===== config.mk =====
export PLATFORM = sky130hd
export DESIGN_NAME = dw_window
export DESIGN_NICKNAME = d
export VERILOG_FILES = /design/src/logic/dw_cfg_pkg.sv /design/src/logic/dw_types_pkg.sv /design/src/logic/dw_window.sv
export SDC_FILE = /design/constraint.sdc
export NUM_CORES = 1
export LEC_CHECK = 0
export BUFFER_PORTS_ARGS = -buffer_cell sky130_fd_sc_hd__buf_2
export CORE_ASPECT_RATIO = 1.5
export CORE_MARGIN = 2
export CORE_UTILIZATION = 40
export DETAILED_ROUTE_END_ITERATION = 16
export HOLD_SLACK_MARGIN = 0.05
export MAX_ROUTING_LAYER = met4
export PLACE_DENSITY = 0.73
export SKIP_LAST_GASP = 1
export SLEW_MARGIN = 40
export SYNTH_ARGS = -nofsm -noshare
export SYNTH_HDL_FRONTEND = slang
export SYNTH_SLANG_ARGS = --single-unit

===== constraint.sdc =====
create_clock -name clk -period 1.9 [get_ports clk]
set_input_delay 0.285 -clock clk [delete_from_list [all_inputs] [get_ports clk]]
set_output_delay 0.285 -clock clk [all_outputs]
set_load 0.01 [all_outputs]

===== src/logic/dw_cfg_pkg.sv =====
package dw_cfg_pkg;

    localparam int CH_NUM      = 4;                         // channels per pixel vector
    localparam int DATA_W      = 8;                         // signed pixel and weight width
    localparam int ACC_W       = 20;                        // signed sum width per channel
    localparam int MAX_LINE    = 64;                        // line memory depth
    localparam int LINE_AW     = $clog2(MAX_LINE);          // line address width

    // a line length of 0 on cfg_line_len selects MAX_LINE
    localparam int OUT_CREDITS = 4;                         // downstream buffer depth
    localparam int OUT_CNT_W   = $clog2(OUT_CREDITS + 1);   // outstanding counter width
    localparam int PIPE_LAT    = 4;                         // input to output cycles

    localparam int TAP_NUM     = 9;                         // 3x3 taps per channel
    localparam int TAP_AW      = 4;                         // tap index width
    localparam int CH_AW       = $clog2(CH_NUM);            // channel index width

endpackage


===== src/logic/dw_types_pkg.sv =====
package dw_types_pkg;
    import dw_cfg_pkg::*;

    typedef struct packed {
        logic signed [CH_NUM-1:0][DATA_W-1:0] px;   // px[c] is channel c
    } pix_vec_t;

    typedef struct packed {
        pix_vec_t top;      // two lines back
        pix_vec_t mid;      // one line back
        pix_vec_t bot;      // current line
    } row_col_t;

    typedef struct packed {
        row_col_t c0;       // oldest column
        row_col_t c1;
        row_col_t c2;       // newest column
        logic     win_ok;   // all nine taps from the current frame
    } win_t;

    // tap index is 3*row + col, row 0 = top, col 0 = c0
    typedef struct packed {
        logic        [CH_AW-1:0]  ch;
        logic        [TAP_AW-1:0] tap;
        logic signed [DATA_W-1:0] wt;
    } wt_wr_t;

    typedef struct packed {
        logic signed [CH_NUM-1:0][ACC_W-1:0] sum;   // sum[c] is channel c
        logic                                win_ok;
    } res_t;

endpackage


===== src/logic/dw_window.sv =====
`timescale 1ns/1ps

module dw_window
    import dw_cfg_pkg::*;
    import dw_types_pkg::*;
(
    input  logic               clk,
    input  logic               rstn,
    input  logic               cfg_apply,
    input  logic [LINE_AW-1:0] cfg_line_len,
    input  logic               col_valid,
    input  row_col_t           col,
    output logic               win_valid,
    output win_t               win
);

    logic [LINE_AW-1:0] last_idx;
    logic [LINE_AW-1:0] col_cnt;        // column of the incoming col
    logic [1:0]         row_cnt;        // saturates at 2
    logic               win_ok_q;
    row_col_t           c0_q;
    row_col_t           c1_q;
    row_col_t           c2_q;

    always_ff @(posedge clk or negedge rstn) begin
        if (!rstn) begin
            last_idx  <= LINE_AW'(MAX_LINE - 1);
            col_cnt   <= '0;
            row_cnt   <= '0;
            win_valid <= 1'b0;
            win_ok_q  <= 1'b0;
        end else begin
            win_valid <= col_valid;
            if (cfg_apply) begin
                last_idx <= cfg_line_len - LINE_AW'(1);
                col_cnt  <= '0;
                row_cnt  <= '0;
            end else if (col_valid) begin
                win_ok_q <= (col_cnt >= LINE_AW'(2)) && (row_cnt >= 2'd2);
                if (col_cnt == last_idx) begin
                    col_cnt <= '0;
                    if (row_cnt != 2'd2) begin
                        row_cnt <= row_cnt + 2'd1;
                    end
                end else begin
                    col_cnt <= col_cnt + LINE_AW'(1);
                end
            end
        end
    end

    always_ff @(posedge clk) begin
        if (col_valid) begin
            c0_q <= c1_q;                   // shift toward the oldest column
            c1_q <= c2_q;
            c2_q <= col;
        end
    end

    assign win = {c0_q, c1_q, c2_q, win_ok_q};

endmodule


# Word level (Yosys, flattened, before mapping)
# Index checks and enable logic that the tools add are counted.
# word_totals
inputBits,106
register_bits,304
output_inout_bits,290
# op_classes
n_reduce_logical,6
add_sub_neg,3
n_bitwise,1
eq_ne,2
n_lt_le_gt_ge,2
muxes,7
# op_table
cell,count
two-way mux 6 bit,3
two-way mux 2 bit,4
adder 6 x 1 -> 6 bit (second input constant),1
== test 6 bit,1
greater-or-equal comparator 6 x 2 -> 1 bit (second input constant),1
nonzero test 2 bit,3
subtractor 6 x 1 -> 6 bit (second input constant),1
AND reduction 3 bit,1
adder 2 x 1 -> 2 bit (second input constant),1
greater-or-equal comparator 2 bit (second input constant),1
!= test 2 bit (second input constant),1
AND reduction 2 bit,1
logical AND 1 bit,1
inverter 1 bit,1

# Depth between registers and ports, before layout
# Gate-level depths: netlist (run 1).
# depth
ltp_word,5
ltp_mapped,5

# Worst setup path before layout (run 1)
# No wires, ideal clock.
# synth_timing
kind,flip-flop to flip-flop
from,register col_cnt[0]
to,register win_ok_q
required_time_ps,1766
synth_period_minus_slack_ps,1556
setup_time_ps,134
n_path_buf,0
arrival_ps,1422
path_slack_ps,344
stages_incl_launch_ff,6
cell_sequence,dfrtp_1 inv_1 ha_1 or4_1 o32ai_1 o31ai_1
# synth_between
elab_chain_len,2
# synth_lines
item,line,text
start: declaration,dw_window.sv:18,logic [LINE_AW-1:0] col_cnt;
start signal: assignment,dw_window.sv:46,col_cnt <= col_cnt + LINE_AW'(1);
greater-or-equal comparator 6 x 2 -> 1 bit,dw_window.sv:39,win_ok_q <= (col_cnt >= LINE_AW'(2)) && (row_cnt >= 2'd2);
logical AND 1 bit,dw_window.sv:39,
end signal: assignment,dw_window.sv:39,
end: declaration,dw_window.sv:20,logic win_ok_q;
# No other way between the ends.
# A chain may end at the register's enable or synchronous reset.

# Worst setup path in the final report (run 1)
# Ends and elaborated chain as after synthesis.

==> results.md, run 1 <==
- RSZ-0062 raised after global routing: no
- Count of unresolved DRC violations after routing: 0
- Library cell with the largest summed area after synthesis: sky130_fd_sc_hd__edfxtp_1
- Post-Layout Cell Count: around 1300
- CP startpoint kind: flop
- Antenna violations before repair: 1
- Count of synthesis-stage warnings from yosys: 0
- Number of synthesized register bits: 304
- Share of the clock period used by the worst path: 0.870
- Max Clock Skew: 8.77 ps
- Worst hold path depth: 3
- Worst Hold Class: in -> reg
- Main combinational cell family by area after synthesis: simple AND/OR/NAND/NOR gates
- Post-Route WL: 25500 µm
- TritonRoute pass-1 iters: 4
- Share of the synthesized area in compound gates (AO/OA/AOI/OAI): 0.0110
- Maximum achievable frequency: 0.605 GHz
- Crit-path leading delay family: simple AND/OR/NAND/NOR gates
- Worst-path cell chain: inv_1 > ha_1 > or4_1 > o32ai_1 > o31ai_1
- Category of the most critical setup path: reg -> reg
- Die width: between 100 and 150 µm
- Launching point of the worst reg2reg path: col_cnt[0]$_DFFE_PN0P_
- Depth of the most critical reg-to-reg path: 5
- Placement Rows: 69
- Maximum root-to-sink buffer count: 3
- Core region area: ~24000 µm²
- Number of H-tree branching levels: 1
- Clk sinks: 304
- Slew at the pin with the worst max-slew slack: ~420 ps
- CP endpoint kind: flop
- Vias per cell: roughly 4.7
- Count of instances resized after the clock tree is built: 0
- WL/cell: 20.4 µm
- Number of buffers inserted by hold repair at cts: 99
- Share of synthesized registers carrying an async set or reset: 0.0526
- Crit path largest cell delay: 510 ps
- Chip Height: 193 µm
- Endpoint of the worst hold-timing path: last_idx[2]$_DFFE_PN1P_
- Mean area per synthesized cell: 25.0 µm²
- Peak fanout along the critical path: 5
- Final count of hold timing violations: 0
- Pin count of the biggest net entering global routing: 65
- Main area contributors after synthesis: sky130_fd_sc_hd__edfxtp_1 (90%), sky130_fd_sc_hd__dfrtp_1 (2.6%), sky130_fd_sc_hd__dfstp_2 (1.6%)
- Critical Path Slowest Stage Cell: sky130_fd_sc_hd__or4_1
- Min Hold Slack: 82.3 ps
- Max Transition Viols Final: 0
- TritonCTS clock tree: built
- Synth Flop Type: sky130_fd_sc_hd__edfxtp_1
- Tot Pwr: 15400 µW
- Most common cell in the synthesized netlist: sky130_fd_sc_hd__edfxtp_1
- Unique cell type count in the Yosys netlist: 31
- 1st-iter DRT viols: 259
- Layout cells sized above 1: 0.490
- Worst R2R Setup Slack: 250 ps
- First-pass GRT wire length: approximately 37000 µm
- End of the worst register-to-register path: win_ok_q$_DFFE_PN0P_
- Syn nets: a little under 500
- Weighted congestion at the end of routability-driven global placement: 0.838
- Power density relative to cell area: approximately 1100 nW/µm²
- Adder and majority cell fraction of the synthesized area: 0.00523
- Final standard cell utilization of the core: 0.595
- Clock root buffer master: sky130_fd_sc_hd__clkbuf_16
- Rel. slew slack: 0.718
- Synthesized cell area: ~9600 µm²
- Count of antenna-violating nets left after detailed routing: 0
- Total instance count after detailed placement: 1100
- Count of port buffers added during placement: 395
- WP data required: 2300 ps
- Sequential fraction of the synthesis area: 0.947
- Leak: 0.00569 µW
- Starting Density: 0.406
- Final #Nets: 1020
- Number of buffers created by CTS: 28
- Number of synthesized flops with an enable pin: between 200 and 300
- Worst path buffer plus inverter count: 1
- Detailed-route via count: 5850
- Number of cells produced by synthesis: 383
- Global Route Usage Sum: 0.206
- Outcome: finished clean
- Final Setup Violations: 0
- Worst supply voltage drop on vdd: 0.00173 V
- Fraction of synthesized area in multiplexers: 0.00458
- I/O Pins: 396
- Worst Min Path Start: cfg_line_len[2]
- Clock edge transition at the registers on the reported setup and hold paths: 60 ps
- Layout overhead on the synthesized area: 46.6%
- WP data arrival: 2060 ps
- Vias in the first global route: 6324
- HPWL after detailed placement: 16300 µm
- Post-Synth Simple-Gate Area: 0.0183
- Area of the die: 25200 µm²
- Worst skew pair latency: 540 ps
- Share of the synthesized area in the top cell type: 0.905
- Time the final worst path needs with I/O delays and setup: 1650 ps
- Aggregate negative setup slack: 0 ps
- Synthesized-area fraction occupied by xor and xnor cells: 0.00916
- Remaining global-route overflow: 0
- Number of max-capacitance violations reported: 0
- Post-CTS Setup Inserts: 0
- Post-synth top cells: sky130_fd_sc_hd__edfxtp_1 (288), sky130_fd_sc_hd__nor2_1 (12), sky130_fd_sc_hd__dfrtp_1 (10), sky130_fd_sc_hd__xnor2_1 (9), sky130_fd_sc_hd__a21oi_1 (8)
cells in the final DEF (no fill, tap or decap), types with 2 or more instances in the layout:
master,instances
sky130_fd_sc_hd__buf_2,394
sky130_fd_sc_hd__edfxtp_1,288
sky130_fd_sc_hd__dlygate4sd3_1,99
sky130_fd_sc_hd__clkbuf_16,29
sky130_fd_sc_hd__nor2_1,12
sky130_fd_sc_hd__dfrtp_1,10
sky130_fd_sc_hd__xnor2_1,9
sky130_fd_sc_hd__a21oi_1,8
sky130_fd_sc_hd__bufinv_16,6
sky130_fd_sc_hd__dfstp_2,6
sky130_fd_sc_hd__inv_1,5
sky130_fd_sc_hd__nand2_1,5
sky130_fd_sc_hd__clkinv_1,5
sky130_fd_sc_hd__clkinv_4,5
sky130_fd_sc_hd__buf_4,5
sky130_fd_sc_hd__ha_1,4
sky130_fd_sc_hd__nor3_1,3
sky130_fd_sc_hd__mux2_2,3
sky130_fd_sc_hd__nand3_1,3
sky130_fd_sc_hd__o32ai_1,3
sky130_fd_sc_hd__o21ai_0,3
sky130_fd_sc_hd__clkbuf_1,3
sky130_fd_sc_hd__buf_12,3
sky130_fd_sc_hd__nand2b_1,2
sky130_fd_sc_hd__nor4_1,2
final cells by class:
cell class	instances	area, µm²
fillers	1675	9550
flip-flops and latches	304	9060
repair buffers	502	3080
clock buffers	32	737
multi-input cells	69	462
well taps	319	399
clock inverters	19	267
inverters	5	18.8
diodes	1	2.50
sequential cells by signal, summed over array words and instances (netlist names):
register	count
win	288
col_cnt	6
last_idx	6
row_cnt	2
win_ok_q	1
win_valid	1
tightest hold or removal path, delay by kind of cell:
family | cells | cell delay [ps]
buffers and inverters | 1 | 110
AO/OA/AOI/OAI | 1 | 80
XOR/XNOR | 1 | 140
per-stage QoR:
step / setup WS [ps] / area, µm²
finish: 247 / 14000
global route: 120 / 14000
CTS: 254 / 14000
detailed placement: 277 / 12000
global placement: 277 / 12000
floorplan: 344 / 9560
report_power, final:
part           total, µW  switching [µW]  internal, µW
logic               1220             686           533
registers           8120             229          7890
clock network       6050            2430          3620
total              15400            3340         12000
per-layer routing:
| metal | share of wire | vias up | routed length, µm | global-route usage |
|---|---|---|---|---|
| met5 | 0 | - | 0 | - |
| met1 | 0.35 | 2903 | 8820 | 0.220 |
| met2 | 0.54 | 304 | 13900 | 0.362 |
| met3 | 0.070 | 60 | 1800 | 0.0476 |
| met4 | 0.040 | 0 | 1010 | 0.0836 |
| li1 | - | 2583 | - | - |
logic make-up after synthesis:
kind of cell / Yosys count
DFF: 304
and+or+nand+nor: 34
muxes: 4
buffers and inverters: 10
xor gates and xnor gates: 10
AOI/OAI and AO/OA: 17
adders and majority gates: 4
worst max-delay path by stage:
stage / start / to / slack, ps / cells past startpoint
after global routing: col_cnt[0]$_DFFE_PN0P_ / win_ok_q$_DFFE_PN0P_ / 120 / 5
final: col_cnt[0]$_DFFE_PN0P_ / win_ok_q$_DFFE_PN0P_ / 250 / 5
after CTS: col_cnt[0]$_DFFE_PN0P_ / win_ok_q$_DFFE_PN0P_ / 250 / 5
after detailed placement: col_cnt[0]$_DFFE_PN0P_ / win_ok_q$_DFFE_PN0P_ / 280 / 5
after global placement: col_cnt[0]$_DFFE_PN0P_ / win_ok_q$_DFFE_PN0P_ / 280 / 5
after floorplan: col_cnt[0]$_DFFE_PN0P_ / win_ok_q$_DFFE_PN0P_ / 340 / 5
Power figures use the tool's default switching activity.
==> run 2: changes to the inputs <==
--- a/config.mk
+++ b/config.mk
@@ -6,7 +6,6 @@
 export NUM_CORES = 1
 export LEC_CHECK = 0
 export BUFFER_PORTS_ARGS = -buffer_cell sky130_fd_sc_hd__buf_2
-export CORE_ASPECT_RATIO = 1.5
 export CORE_MARGIN = 2
 export CORE_UTILIZATION = 40
 export DETAILED_ROUTE_END_ITERATION = 16
==> run 2 against run 1 <==
- sequential power hardly changed
- clock skew is 2.1 ps lower
- wire length is 11% lower
- design area is 0.31% higher
- sequential share of layout area is 0.20 points lower
- highest routed layer unchanged
- clock-buffer cell count is 2 higher
- global-route usage is 3.1 points lower
- first-iteration DRC count is 3.1% higher
- clock power hardly changed
- non-clock buffer count is 3 higher
- hold slack better by 4.3 ps
- largest power group unchanged
- setup slack worse by 85 ps
==> results.md, run 2 (synthesized netlist as in run 1, its figures left out) <==
- TritonRoute pass-1 iters: 4
- First-pass GRT wire length: 31900 µm
- Number of buffers inserted by hold repair at cts: slightly above 100
- Area of the die: 25200 µm²
- Depth of the most critical reg-to-reg path: 5
- Maximum root-to-sink buffer count: 3
- RSZ-0062 raised after global routing: no
- TritonCTS clock tree: built
- Placement Cell Area: 12000 µm²
- Share of the clock period used by the worst path: 0.915
- End of the worst register-to-register path: win_ok_q$_DFFE_PN0P_
- HPWL after detailed placement: 15100 µm
- Die width: 159 µm
- Layout cells sized above 1: 0.490
- Leak: 0.00572 µW
- Antenna violations before repair: 0
- Vias per cell: 4.50
- Peak fanout along the critical path: 5
- Max Transition Viols Final: 0
- Worst Hold Class: in -> reg
- Total instance count after detailed placement: 1101
- I/O Pins: 396
- Endpoint of the worst hold-timing path: last_idx[0]$_DFFE_PN1P_
- Final #Nets: 1025
- Outcome: finished clean
- CP endpoint kind: flop
- Slew at the pin with the worst max-slew slack: 412 ps
- Detailed-route via count: 5656
- Launching point of the worst reg2reg path: col_cnt[0]$_DFFE_PN0P_
- Number of H-tree branching levels: 1
- Layout overhead on the synthesized area: 47.1%
- Starting Density: 0.407
- Time the final worst path needs with I/O delays and setup: 1740 ps
- Post-CTS Setup Inserts: 0
- Worst R2R Setup Slack: 160 ps
- Post-Route WL: 22700 µm
- Met3 wire len: 1810 µm
- Worst skew pair latency: 540 ps
- Placement Rows: 56
- Chip Height: 159 µm
- Min Hold Slack: 86.6 ps
- Wire length on met1: around 8600 µm
- Count of port buffers added during placement: 395
- Final count of hold timing violations: 0
- Clk sinks: 304
- Global Route Usage Sum: 0.175
- Leading cell types in the layout, fill and taps excluded: sky130_fd_sc_hd__buf_2 (394), sky130_fd_sc_hd__edfxtp_1 (288), sky130_fd_sc_hd__dlygate4sd3_1 (101)
- WP data arrival: 2150 ps
- Post-Layout Cell Count: between 1000 and 1500
- 1st-iter DRT viols: 267
- Max Clock Skew: ~6.6 ps
- Category of the most critical setup path: reg -> reg
- Clock edge transition at the registers on the reported setup and hold paths: ~60 ps
- Diodes inserted: 0
- CP startpoint kind: flop
- Clock root buffer master: sky130_fd_sc_hd__clkbuf_16
- Tot Pwr: 15300 µW
- WP data required: roughly 2300 ps
- WL/cell: 18.0 µm
- Count of instances resized after the clock tree is built: 0
- Most common cell after layout, fill and taps aside: sky130_fd_sc_hd__buf_2
- Count of unresolved DRC violations after routing: 0
- Number of buffers created by CTS: 30
- Maximum achievable frequency: 0.575 GHz
- Worst supply voltage drop on vdd: around 0.0011 V
- Worst hold path depth: 3
- Vias in the first global route: 5734
- Worst Min Path Start: cfg_line_len[0]
- Highest metal layer used by the detailed router: met4
- Number of max-capacitance violations reported: 0
- Max FFs per register: 288
- Rel. slew slack: 0.725
- Core region area: approximately 23000 µm²
- Met2 wire length: roughly 12000 µm
- Count of antenna-violating nets left after detailed routing: 0
- Weighted congestion at the end of routability-driven global placement: 0.788
- Remaining global-route overflow: 0
- Final Setup Violations: 0
- Pin count of the biggest net entering global routing: 76
- Aggregate negative setup slack: 0 ps
- Number of fillers in the final layout: 1691
- Power density relative to cell area: 1090 nW/µm²
- Final instance area: 14100 µm²
run 2: worst max-delay path, stage by stage (launching register included):
cell	delay, ps
sky130_fd_sc_hd__dfrtp_1	430
sky130_fd_sc_hd__inv_1	80
sky130_fd_sc_hd__ha_1	190
sky130_fd_sc_hd__or4_1	530
sky130_fd_sc_hd__o32ai_1	290
sky130_fd_sc_hd__o31ai_1	100
run 2: stage by stage:
step	utilization	setup WS [ps]
CTS	0.599	156
detailed placement	0.512	183
global route	0.599	77.3
global placement	0.512	258
finish	0.599	161
floorplan	-	344
run 2: worst max-delay path by stage:
stage / depth (start not counted) / startpoint / to
finish: 5 / col_cnt[0]$_DFFE_PN0P_ / win_ok_q$_DFFE_PN0P_
CTS: 5 / col_cnt[0]$_DFFE_PN0P_ / win_ok_q$_DFFE_PN0P_
global placement: 5 / col_cnt[0]$_DFFE_PN0P_ / win_ok_q$_DFFE_PN0P_
detailed placement: 5 / col_cnt[0]$_DFFE_PN0P_ / win_ok_q$_DFFE_PN0P_
global route: 5 / col_cnt[0]$_DFFE_PN0P_ / win_ok_q$_DFFE_PN0P_
floorplan: 5 / col_cnt[0]$_DFFE_PN0P_ / win_ok_q$_DFFE_PN0P_
run 2: power by group:
group	switching, µW	internal, µW	total (µW)
Combinational	651	537	1190
Sequential	215	7890	8110
Clock	2390	3640	6030
run 2: layout make-up:
cell class,count,area (µm²),area share
flip-flops and latches,304,9060,0.644
repair buffers,505,3100,0.221
clock buffers,34,787,0.0560
multi-input cells,69,462,0.0328
well taps,319,399,0.0284
clock inverters,22,235,0.0167
inverters,5,18.8,0.00133
run 2: layer usage:
metal	GRT usage	vias up
li1	-	2587
met1	0.199	2739
met2	0.303	284
met3	0.0452	46
met4	0.0553	0
met5	-	-
